--- src/source/ocpPkg.sv ---
// ~~~~~~~~~~~~~~~~~~~~~~~~~~~~~~~~~~~~~~~~
// OCP 2.2 signal encodings for the master side
// Referenced by scoped name from RTL and testbench
// ~~~~~~~~~~~~~~~~~~~~~~~~~~~~~~~~~~~~~~~~

package ocpPkg;

  // Request command on MCmd
  typedef logic [2:0] mCmdT;

  // Only the basic commands are issued
  localparam mCmdT cmdIdle  = 3'd0;
  localparam mCmdT cmdWrite = 3'd1;
  localparam mCmdT cmdRead  = 3'd2;

  // Slave response on SResp
  typedef logic [1:0] sRespT;

  // No response pending
  localparam sRespT respNull = 2'd0;
  // Data valid or accept
  localparam sRespT respDva  = 2'd1;
  // Request failed but data still returned
  localparam sRespT respFail = 2'd2;
  // Response error
  localparam sRespT respErr  = 2'd3;

  // Burst address sequence on MBurstSeq
  typedef logic [2:0] burstSeqT;

  // Incrementing burst, also the idle default
  localparam burstSeqT seqIncr = 3'd0;

endpackage

--- src/source/bridgePkg.sv ---
// ~~~~~~~~~~~~~~~~~~~~~~~~~~~~~~~~~~~~~~~~
// Bridge-side sizing defaults and controller state
// ~~~~~~~~~~~~~~~~~~~~~~~~~~~~~~~~~~~~~~~~

package bridgePkg;

  // Default width of MAddr and the bridge address
  localparam int defaultAddrWidth = 64;

  // Default width of MData, SData and bridge data
  localparam int defaultDataWidth = 8;

  // Default width of MBurstLength
  localparam int defaultBurstLenWidth = 10;

  // Request controller states
  typedef enum logic [1:0] {
    stIdle  = 2'd0,
    stWrite = 2'd1,
    stRead  = 2'd2
  } masterStateT;

endpackage

--- src/source/burstCounter.sv ---
// ~~~~~~~~~~~~~~~~~~~~~~~~~~~~~~~~~~~~~~~~
// Accepted beat counter for OCP request bursts
// Flags the last beat and strobes burst completion
// ~~~~~~~~~~~~~~~~~~~~~~~~~~~~~~~~~~~~~~~~
`timescale 1ns/1ns

module burstCounter #(
  parameter int BurstLenWidth = 10
) (
  input  logic                     Clk,
  input  logic                     reset,
  input  logic                     EnableClk,
  input  logic                     burstActive,
  input  logic                     SCmdAccept,
  input  logic [BurstLenWidth-1:0] reqLength,
  input  logic                     reqSingle,
  output logic                     reqLast,
  output logic                     burstDone
);

  // Beats accepted so far in this burst
  logic [BurstLenWidth-1:0] beatCount;

  // Advance on each accepted beat
  always_ff @(posedge Clk) begin
    if (EnableClk) begin
      if (reset) begin
        beatCount <= '0;
      end else if (!burstActive) begin
        // Cleared between bursts
        beatCount <= '0;
      end else if (SCmdAccept) begin
        beatCount <= beatCount + 1'b1;
      end
    end
  end

  // Current beat is the final one
  // Single request bursts end on the first beat
  assign reqLast = (beatCount == (reqLength - 1'b1)) | reqSingle;

  // Final beat accepted by the slave
  assign burstDone = burstActive & SCmdAccept & reqLast;

endmodule

--- src/source/requestFsm.sv ---
// ~~~~~~~~~~~~~~~~~~~~~~~~~~~~~~~~~~~~~~~~
// Idle/read/write FSM for the OCP request group
// Drives the registered Basic and Burst outputs
// ~~~~~~~~~~~~~~~~~~~~~~~~~~~~~~~~~~~~~~~~
`timescale 1ns/1ns

module requestFsm #(
  parameter int AddrWidth     = 64,
  parameter int DataWidth     = 8,
  parameter int BurstLenWidth = 10
) (
  input  logic                     Clk,
  input  logic                     reset,
  input  logic                     EnableClk,
  input  logic                     readRequest,
  input  logic                     writeRequest,
  input  logic [AddrWidth-1:0]     address,
  input  logic [DataWidth-1:0]     writeData,
  input  logic [BurstLenWidth-1:0] burstLength,
  input  ocpPkg::burstSeqT         burstSeq,
  input  logic                     burstSingleReq,
  input  logic                     reqLast,
  input  logic                     burstDone,
  output logic                     burstActive,
  output logic [BurstLenWidth-1:0] reqLength,
  output logic                     reqSingle,
  output ocpPkg::mCmdT             MCmd,
  output logic [AddrWidth-1:0]     MAddr,
  output logic [DataWidth-1:0]     MData,
  output logic [BurstLenWidth-1:0] MBurstLength,
  output ocpPkg::burstSeqT         MBurstSeq,
  output logic                     MBurstSingleSeq,
  output logic                     MReqLast
);

  bridgePkg::masterStateT state;
  bridgePkg::masterStateT nextState;

  // Request taken this edge
  logic burstStart;

  // Next state
  always_comb begin
    nextState = state;
    case (state)
      bridgePkg::stIdle: begin
        // Read wins when both are raised
        if (readRequest) begin
          nextState = bridgePkg::stRead;
        end else if (writeRequest) begin
          nextState = bridgePkg::stWrite;
        end
      end
      bridgePkg::stWrite, bridgePkg::stRead: begin
        // Leave once the final beat is accepted
        if (burstDone) begin
          nextState = bridgePkg::stIdle;
        end
      end
      default: begin
        nextState = bridgePkg::stIdle;
      end
    endcase
  end

  assign burstStart = (state == bridgePkg::stIdle) && (nextState != bridgePkg::stIdle);

  // State and command register
  // MCmd follows the state being entered
  always_ff @(posedge Clk) begin
    if (EnableClk) begin
      if (reset) begin
        state <= bridgePkg::stIdle;
        MCmd  <= ocpPkg::cmdIdle;
      end else begin
        state <= nextState;
        case (nextState)
          bridgePkg::stWrite: MCmd <= ocpPkg::cmdWrite;
          bridgePkg::stRead:  MCmd <= ocpPkg::cmdRead;
          default:            MCmd <= ocpPkg::cmdIdle;
        endcase
      end
    end
  end

  // Request payload and burst attributes
  always_ff @(posedge Clk) begin
    if (EnableClk) begin
      if (reset) begin
        MAddr           <= '0;
        MData           <= '0;
        MBurstLength    <= BurstLenWidth'(1);
        MBurstSeq       <= ocpPkg::seqIncr;
        MBurstSingleSeq <= 1'b0;
      end else begin
        // Address tracks the bridge on every active beat
        MAddr <= (nextState != bridgePkg::stIdle) ? address : '0;
        // Write data only, zero for reads and idle
        MData <= (nextState == bridgePkg::stWrite) ? writeData : '0;
        // Attributes captured once per burst
        if (burstStart) begin
          MBurstLength    <= burstLength;
          MBurstSeq       <= burstSeq;
          MBurstSingleSeq <= burstSingleReq;
        end
      end
    end
  end

  assign burstActive = (state != bridgePkg::stIdle);

  // Captured attributes feed the beat counter
  assign reqLength = MBurstLength;
  assign reqSingle = MBurstSingleSeq;

  // Last beat flag from counter state
  // Held low outside a burst
  assign MReqLast = burstActive & reqLast;

endmodule

--- src/source/ocpMaster.sv ---
// ~~~~~~~~~~~~~~~~~~~~~~~~~~~~~~~~~~~~~~~~
// OCP 2.2 master request controller top level
// Bridge requests in, OCP request group out
// ~~~~~~~~~~~~~~~~~~~~~~~~~~~~~~~~~~~~~~~~
`timescale 1ns/1ns

module ocpMaster #(
  parameter int AddrWidth     = bridgePkg::defaultAddrWidth,
  parameter int DataWidth     = bridgePkg::defaultDataWidth,
  parameter int BurstLenWidth = bridgePkg::defaultBurstLenWidth
) (
  input  logic                     Clk,
  input  logic                     reset,
  input  logic                     EnableClk,
  // Bridge side
  input  logic                     readRequest,
  input  logic                     writeRequest,
  input  logic [AddrWidth-1:0]     address,
  input  logic [DataWidth-1:0]     writeData,
  input  logic [BurstLenWidth-1:0] burstLength,
  input  ocpPkg::burstSeqT         burstSeq,
  input  logic                     burstSingleReq,
  output logic [DataWidth-1:0]     readData,
  // OCP slave inputs
  input  logic                     SCmdAccept,
  input  ocpPkg::sRespT            SResp,
  input  logic [DataWidth-1:0]     SData,
  // OCP request group
  output ocpPkg::mCmdT             MCmd,
  output logic [AddrWidth-1:0]     MAddr,
  output logic [DataWidth-1:0]     MData,
  output logic [BurstLenWidth-1:0] MBurstLength,
  output ocpPkg::burstSeqT         MBurstSeq,
  output logic                     MBurstSingleSeq,
  output logic                     MReqLast
);

  // FSM to counter
  logic                     burstActive;
  logic [BurstLenWidth-1:0] reqLength;
  logic                     reqSingle;
  // Counter to FSM
  logic                     reqLast;
  logic                     burstDone;

  requestFsm #(
    .AddrWidth     (AddrWidth),
    .DataWidth     (DataWidth),
    .BurstLenWidth (BurstLenWidth)
  ) fsm (
    .Clk             (Clk),
    .reset           (reset),
    .EnableClk       (EnableClk),
    .readRequest     (readRequest),
    .writeRequest    (writeRequest),
    .address         (address),
    .writeData       (writeData),
    .burstLength     (burstLength),
    .burstSeq        (burstSeq),
    .burstSingleReq  (burstSingleReq),
    .reqLast         (reqLast),
    .burstDone       (burstDone),
    .burstActive     (burstActive),
    .reqLength       (reqLength),
    .reqSingle       (reqSingle),
    .MCmd            (MCmd),
    .MAddr           (MAddr),
    .MData           (MData),
    .MBurstLength    (MBurstLength),
    .MBurstSeq       (MBurstSeq),
    .MBurstSingleSeq (MBurstSingleSeq),
    .MReqLast        (MReqLast)
  );

  burstCounter #(
    .BurstLenWidth (BurstLenWidth)
  ) counter (
    .Clk         (Clk),
    .reset       (reset),
    .EnableClk   (EnableClk),
    .burstActive (burstActive),
    .SCmdAccept  (SCmdAccept),
    .reqLength   (reqLength),
    .reqSingle   (reqSingle),
    .reqLast     (reqLast),
    .burstDone   (burstDone)
  );

  // Response decode
  // DVA and FAIL both carry data, anything else reads as zero
  always_comb begin
    case (SResp)
      ocpPkg::respDva:  readData = SData;
      ocpPkg::respFail: readData = SData;
      default:          readData = '0;
    endcase
  end

endmodule

--- config.mk ---
export PLATFORM = sky130hd
export DESIGN_NAME = ocpMaster
export DESIGN_NICKNAME = d
export VERILOG_FILES = /design/src/source/ocpPkg.sv /design/src/source/bridgePkg.sv /design/src/source/burstCounter.sv /design/src/source/requestFsm.sv /design/src/source/ocpMaster.sv
export SDC_FILE = /design/constraint.sdc
export NUM_CORES = 1
export LEC_CHECK = 0
export BUFFER_PORTS_ARGS = -buffer_cell sky130_fd_sc_hd__buf_2
export CORE_MARGIN = 5
export CORE_UTILIZATION = 51
export CTS_CLUSTER_DIAMETER = 80
export DETAILED_ROUTE_END_ITERATION = 16
export PLACE_DENSITY = 0.86
export SLEW_MARGIN = 5
export SYNTH_ARGS = -nofsm -noshare
export SYNTH_HDL_FRONTEND = slang
export SYNTH_SLANG_ARGS = --single-unit
--- constraint.sdc ---
create_clock -name Clk -period 5.93 [get_ports Clk]
set_input_delay 0.593 -clock Clk [delete_from_list [all_inputs] [get_ports Clk]]
set_output_delay 0.593 -clock Clk [all_outputs]
set_load 0.1 [all_outputs]
==> results by group <==
Global route
  – Initial antenna violation count: 0
  – Total grt overflow: 0
  – First-pass GRT wire length: 15700 um
  – Global Route Usage Sum: 0.193
  – Largest net degree at the start of global routing: 68
  – Vias in the first global route: 3211

Floorplanning
  – Overall die height: 103 um
  – Die width: 103 um
  – Core ar.: 8590 um^2
  – Row count: 34
  – Die area: 10700 um^2
  – Initial core utilization: 0.518
  – Ports: 200

Power and ir drop
  – Worst VDD drop: 166 uV
  – Leak Pwr: 2.51 nW
  – PwrDens: 336 nW/um^2
  – Power Total: 1.93 mW

Setup path
  – CP bufs+invs: 1
  – R2R setup slack: 3.17 ns
  – CP max FO: 7
  – Max stage delay on crit path: 0.51 ns
  – CP top delay family: compound AO/OA/AOI/OAI gates
  – Required @ worst endpoint: 5.34 ns
  – Worst Setup Path Type: reg2out
  – Critical path endpoint category: output port
  – Critical-path top delay cell: nor4_2
  – CP cell instances: nor4_2, o2111a_1, nor2_1, a2111oi_4, o21ai_0, a21oi_1, buf_2
  – Origin of the worst setup path: fsm.MBurstLength[2]
  – R2R Path Start: fsm.MBurstLength[2]
  – CP Data Arrival Time: 2.96 ns
  – Crit start category: flop

Clocking
  – Htree depth: 3
  – Clk Latency, worst-skew pair: 0.36 ns
  – Hold Buf Count CTS: 0
  – Worst-path clk slew: 0.09 ns
  – Clock Path Buffers: 2
  – Clock Sink Count: 100
  – CTS resizes: 0
  – Post-CTS Setup Inserts: 0
  – CTS buffer count: 9
  – CTS tree: built
  – Root buffer cell: clkbuf_8

Placement
  – Post-DP HPWL: 8140 um
  – Dpl ws: 2.79 ns
  – Port bufs: 198
  – Post-Place Cell Area: 5500 um^2
  – Routability cong.: 0.777

Route
  – Vias/cell: 4.98
  – Wirelength per Cell: 17.0 um
  – # DRC: 0
  – Initial DRT Pass Iterations: 6
  – Initial DRC count: 69
  – Drt total wl: 10700 um
  – DRT antenna net count: 0
  – Via count: 3130

Timing
  – Worst Tran Pin Value: 0.844 ns
  – Slew HR: 0.437
  – Period minus WS final: 3.55 ns
  – Max Slew Vio Count: 0
  – Tcrit/Tclk final: 0.599
  – Final setup vio count: 0
  – Post-Route Setup TNS: 0 ns
  – Final Hold Viols: 0
  – Setup WS post-layout: 2.38 ns
  – Unrepaired setup endpoints after global routing: no
  – WHS: 0.492 ns
  – Max Freq: 282 MHz
  – Skew final: 0.0116 ns

Synthesis
  – Seq/Total Area, Yosys: 0.675
  – Dominant cells by area after synthesis: edfxtp_1 (67%), and2_1 (11%), xor2_1 (2.4%)
  – Post-Syn Area: 4450 um^2
  – Syn nets: 422
  – Syn Inst Count: 316
  – Synth Warn #: 0
  – Yosys cell types: 40
  – Yosys reg bits: 100
  – Mean area per synthesized cell: 14.1 um^2
  – Cell taking the most area after synthesis: edfxtp_1
  – Yosys top cell area share: 0.675

Finish
  – Fillers: 645
  – Leading cell type in the layout, fill and taps excluded: buf_2
  – Fin nets: 621
  – Share of cells above drive strength 1: 0.438
  – Final Cell Area: 5730 um^2
  – Antenna cell count: 0
  – Area growth, synth to finish: 28.8%
  – Commonest non-fill, non-tap cells in the layout: buf_2 (197), edfxtp_1 (100), and2_1 (80), nor2b_1 (16), nor2_1 (14)

Job
  – MaxCap Viol Count: 0

Worst hold path
  – Hold crit path type: in2reg
  – HP Start: burstLength[0]

Status
  – Status: finished clean
metrics by stage:
step	utilization	std cells
after global routing	0.667	628
after CTS	0.667	628
after floorplan	-	316
after detailed placement	0.640	612
final	0.667	628
after global placement	0.640	612
flip-flops by register name (all words and copies together) (netlist names):
signal               flops
fsm.state                2
fsm.MAddr               64
fsm.MBurstSeq            3
counter.beatCount       10
fsm.MData                8
fsm.MCmd                 2
fsm.MBurstLength        10
fsm.MBurstSingleSeq      1
report_power, final:
| part | switching [mW] | internal (mW) | total, mW |
|---|---|---|---|
| combinational | 0.461 | 0.107 | 0.568 |
| sequential | 0.0257 | 0.841 | 0.867 |
| clock | 0.246 | 0.245 | 0.491 |
| total | 0.733 | 1.19 | 1.93 |
worst paths after layout:
kind	endpoint	cells past startpoint
max	MReqLast	7
min	fsm.MBurstLength[0]	2
min reg2reg	counter.beatCount[0]	1
max reg2reg	fsm.MAddr[17]	7
cell type report:
| class | count | area, um^2 | area share |
|---|---|---|---|
| multi-input combinational | 196 | 1320 | 0.231 |
| timing repair buffer | 200 | 1010 | 0.176 |
| sequential | 100 | 3000 | 0.524 |
| clock buffer | 9 | 124 | 0.0216 |
| clock inverter | 7 | 108 | 0.0188 |
| tap | 108 | 135 | 0.0236 |
| inverter | 8 | 30.0 | 0.00524 |
worst reg2reg max path: stages, from the launching register on:
cell and delay, ns:
edfxtp_1 0.50, nor4_2 0.51, o2111a_1 0.26, nor2_1 0.08
a2111oi_4 0.46, a311oi_4 0.16, buf_4 0.31, and2_1 0.26
cells by family (layout without fill, tap and decap cells):
kind of cell,Yosys count,after routing,synth area share
fa+ha+maj,4,4,0.0112
other cells,1,1,0.000843
flops,100,100,0.675
compound gates,25,25,0.0517
simple gates,146,146,0.194
buf+inv,20,224,0.0281
xor+xnor,20,20,0.0394
metal layers:
| metal | routed length, um | GRT usage | share of wire |
|---|---|---|---|
| met5 | 0 | 0 | 0 |
| met4 | 255 | 0.0757 | 0.024 |
| met3 | 1240 | 0.0510 | 0.12 |
| met2 | 5470 | 0.350 | 0.51 |
| met1 | 3690 | 0.215 | 0.35 |
cell usage after synthesis, drive strengths merged:
library cell,number
and3,1
ha,4
nor4,1
conb,1
nand2b,1
or2,3
xor2,12
nand4,1
a2111oi,1
nor3,5
o2111a,1
edfxtp,100
clkbuf,4
or3,3
nor2b,16
buf,8
nor2,14
o31ai,2
and3b,1
xnor2,8
a221oi,2
or4,1
a311oi,1
nor3b,1
and2,80
o21a,4
o21ai,3
and4,1
o32ai,1
a2bb2oi,1
nand2,8
o2111ai,1
nand3,9
a21oi,6
inv,8
o21ba,2
No activity file was read; power rests on OpenSTA's default activity.
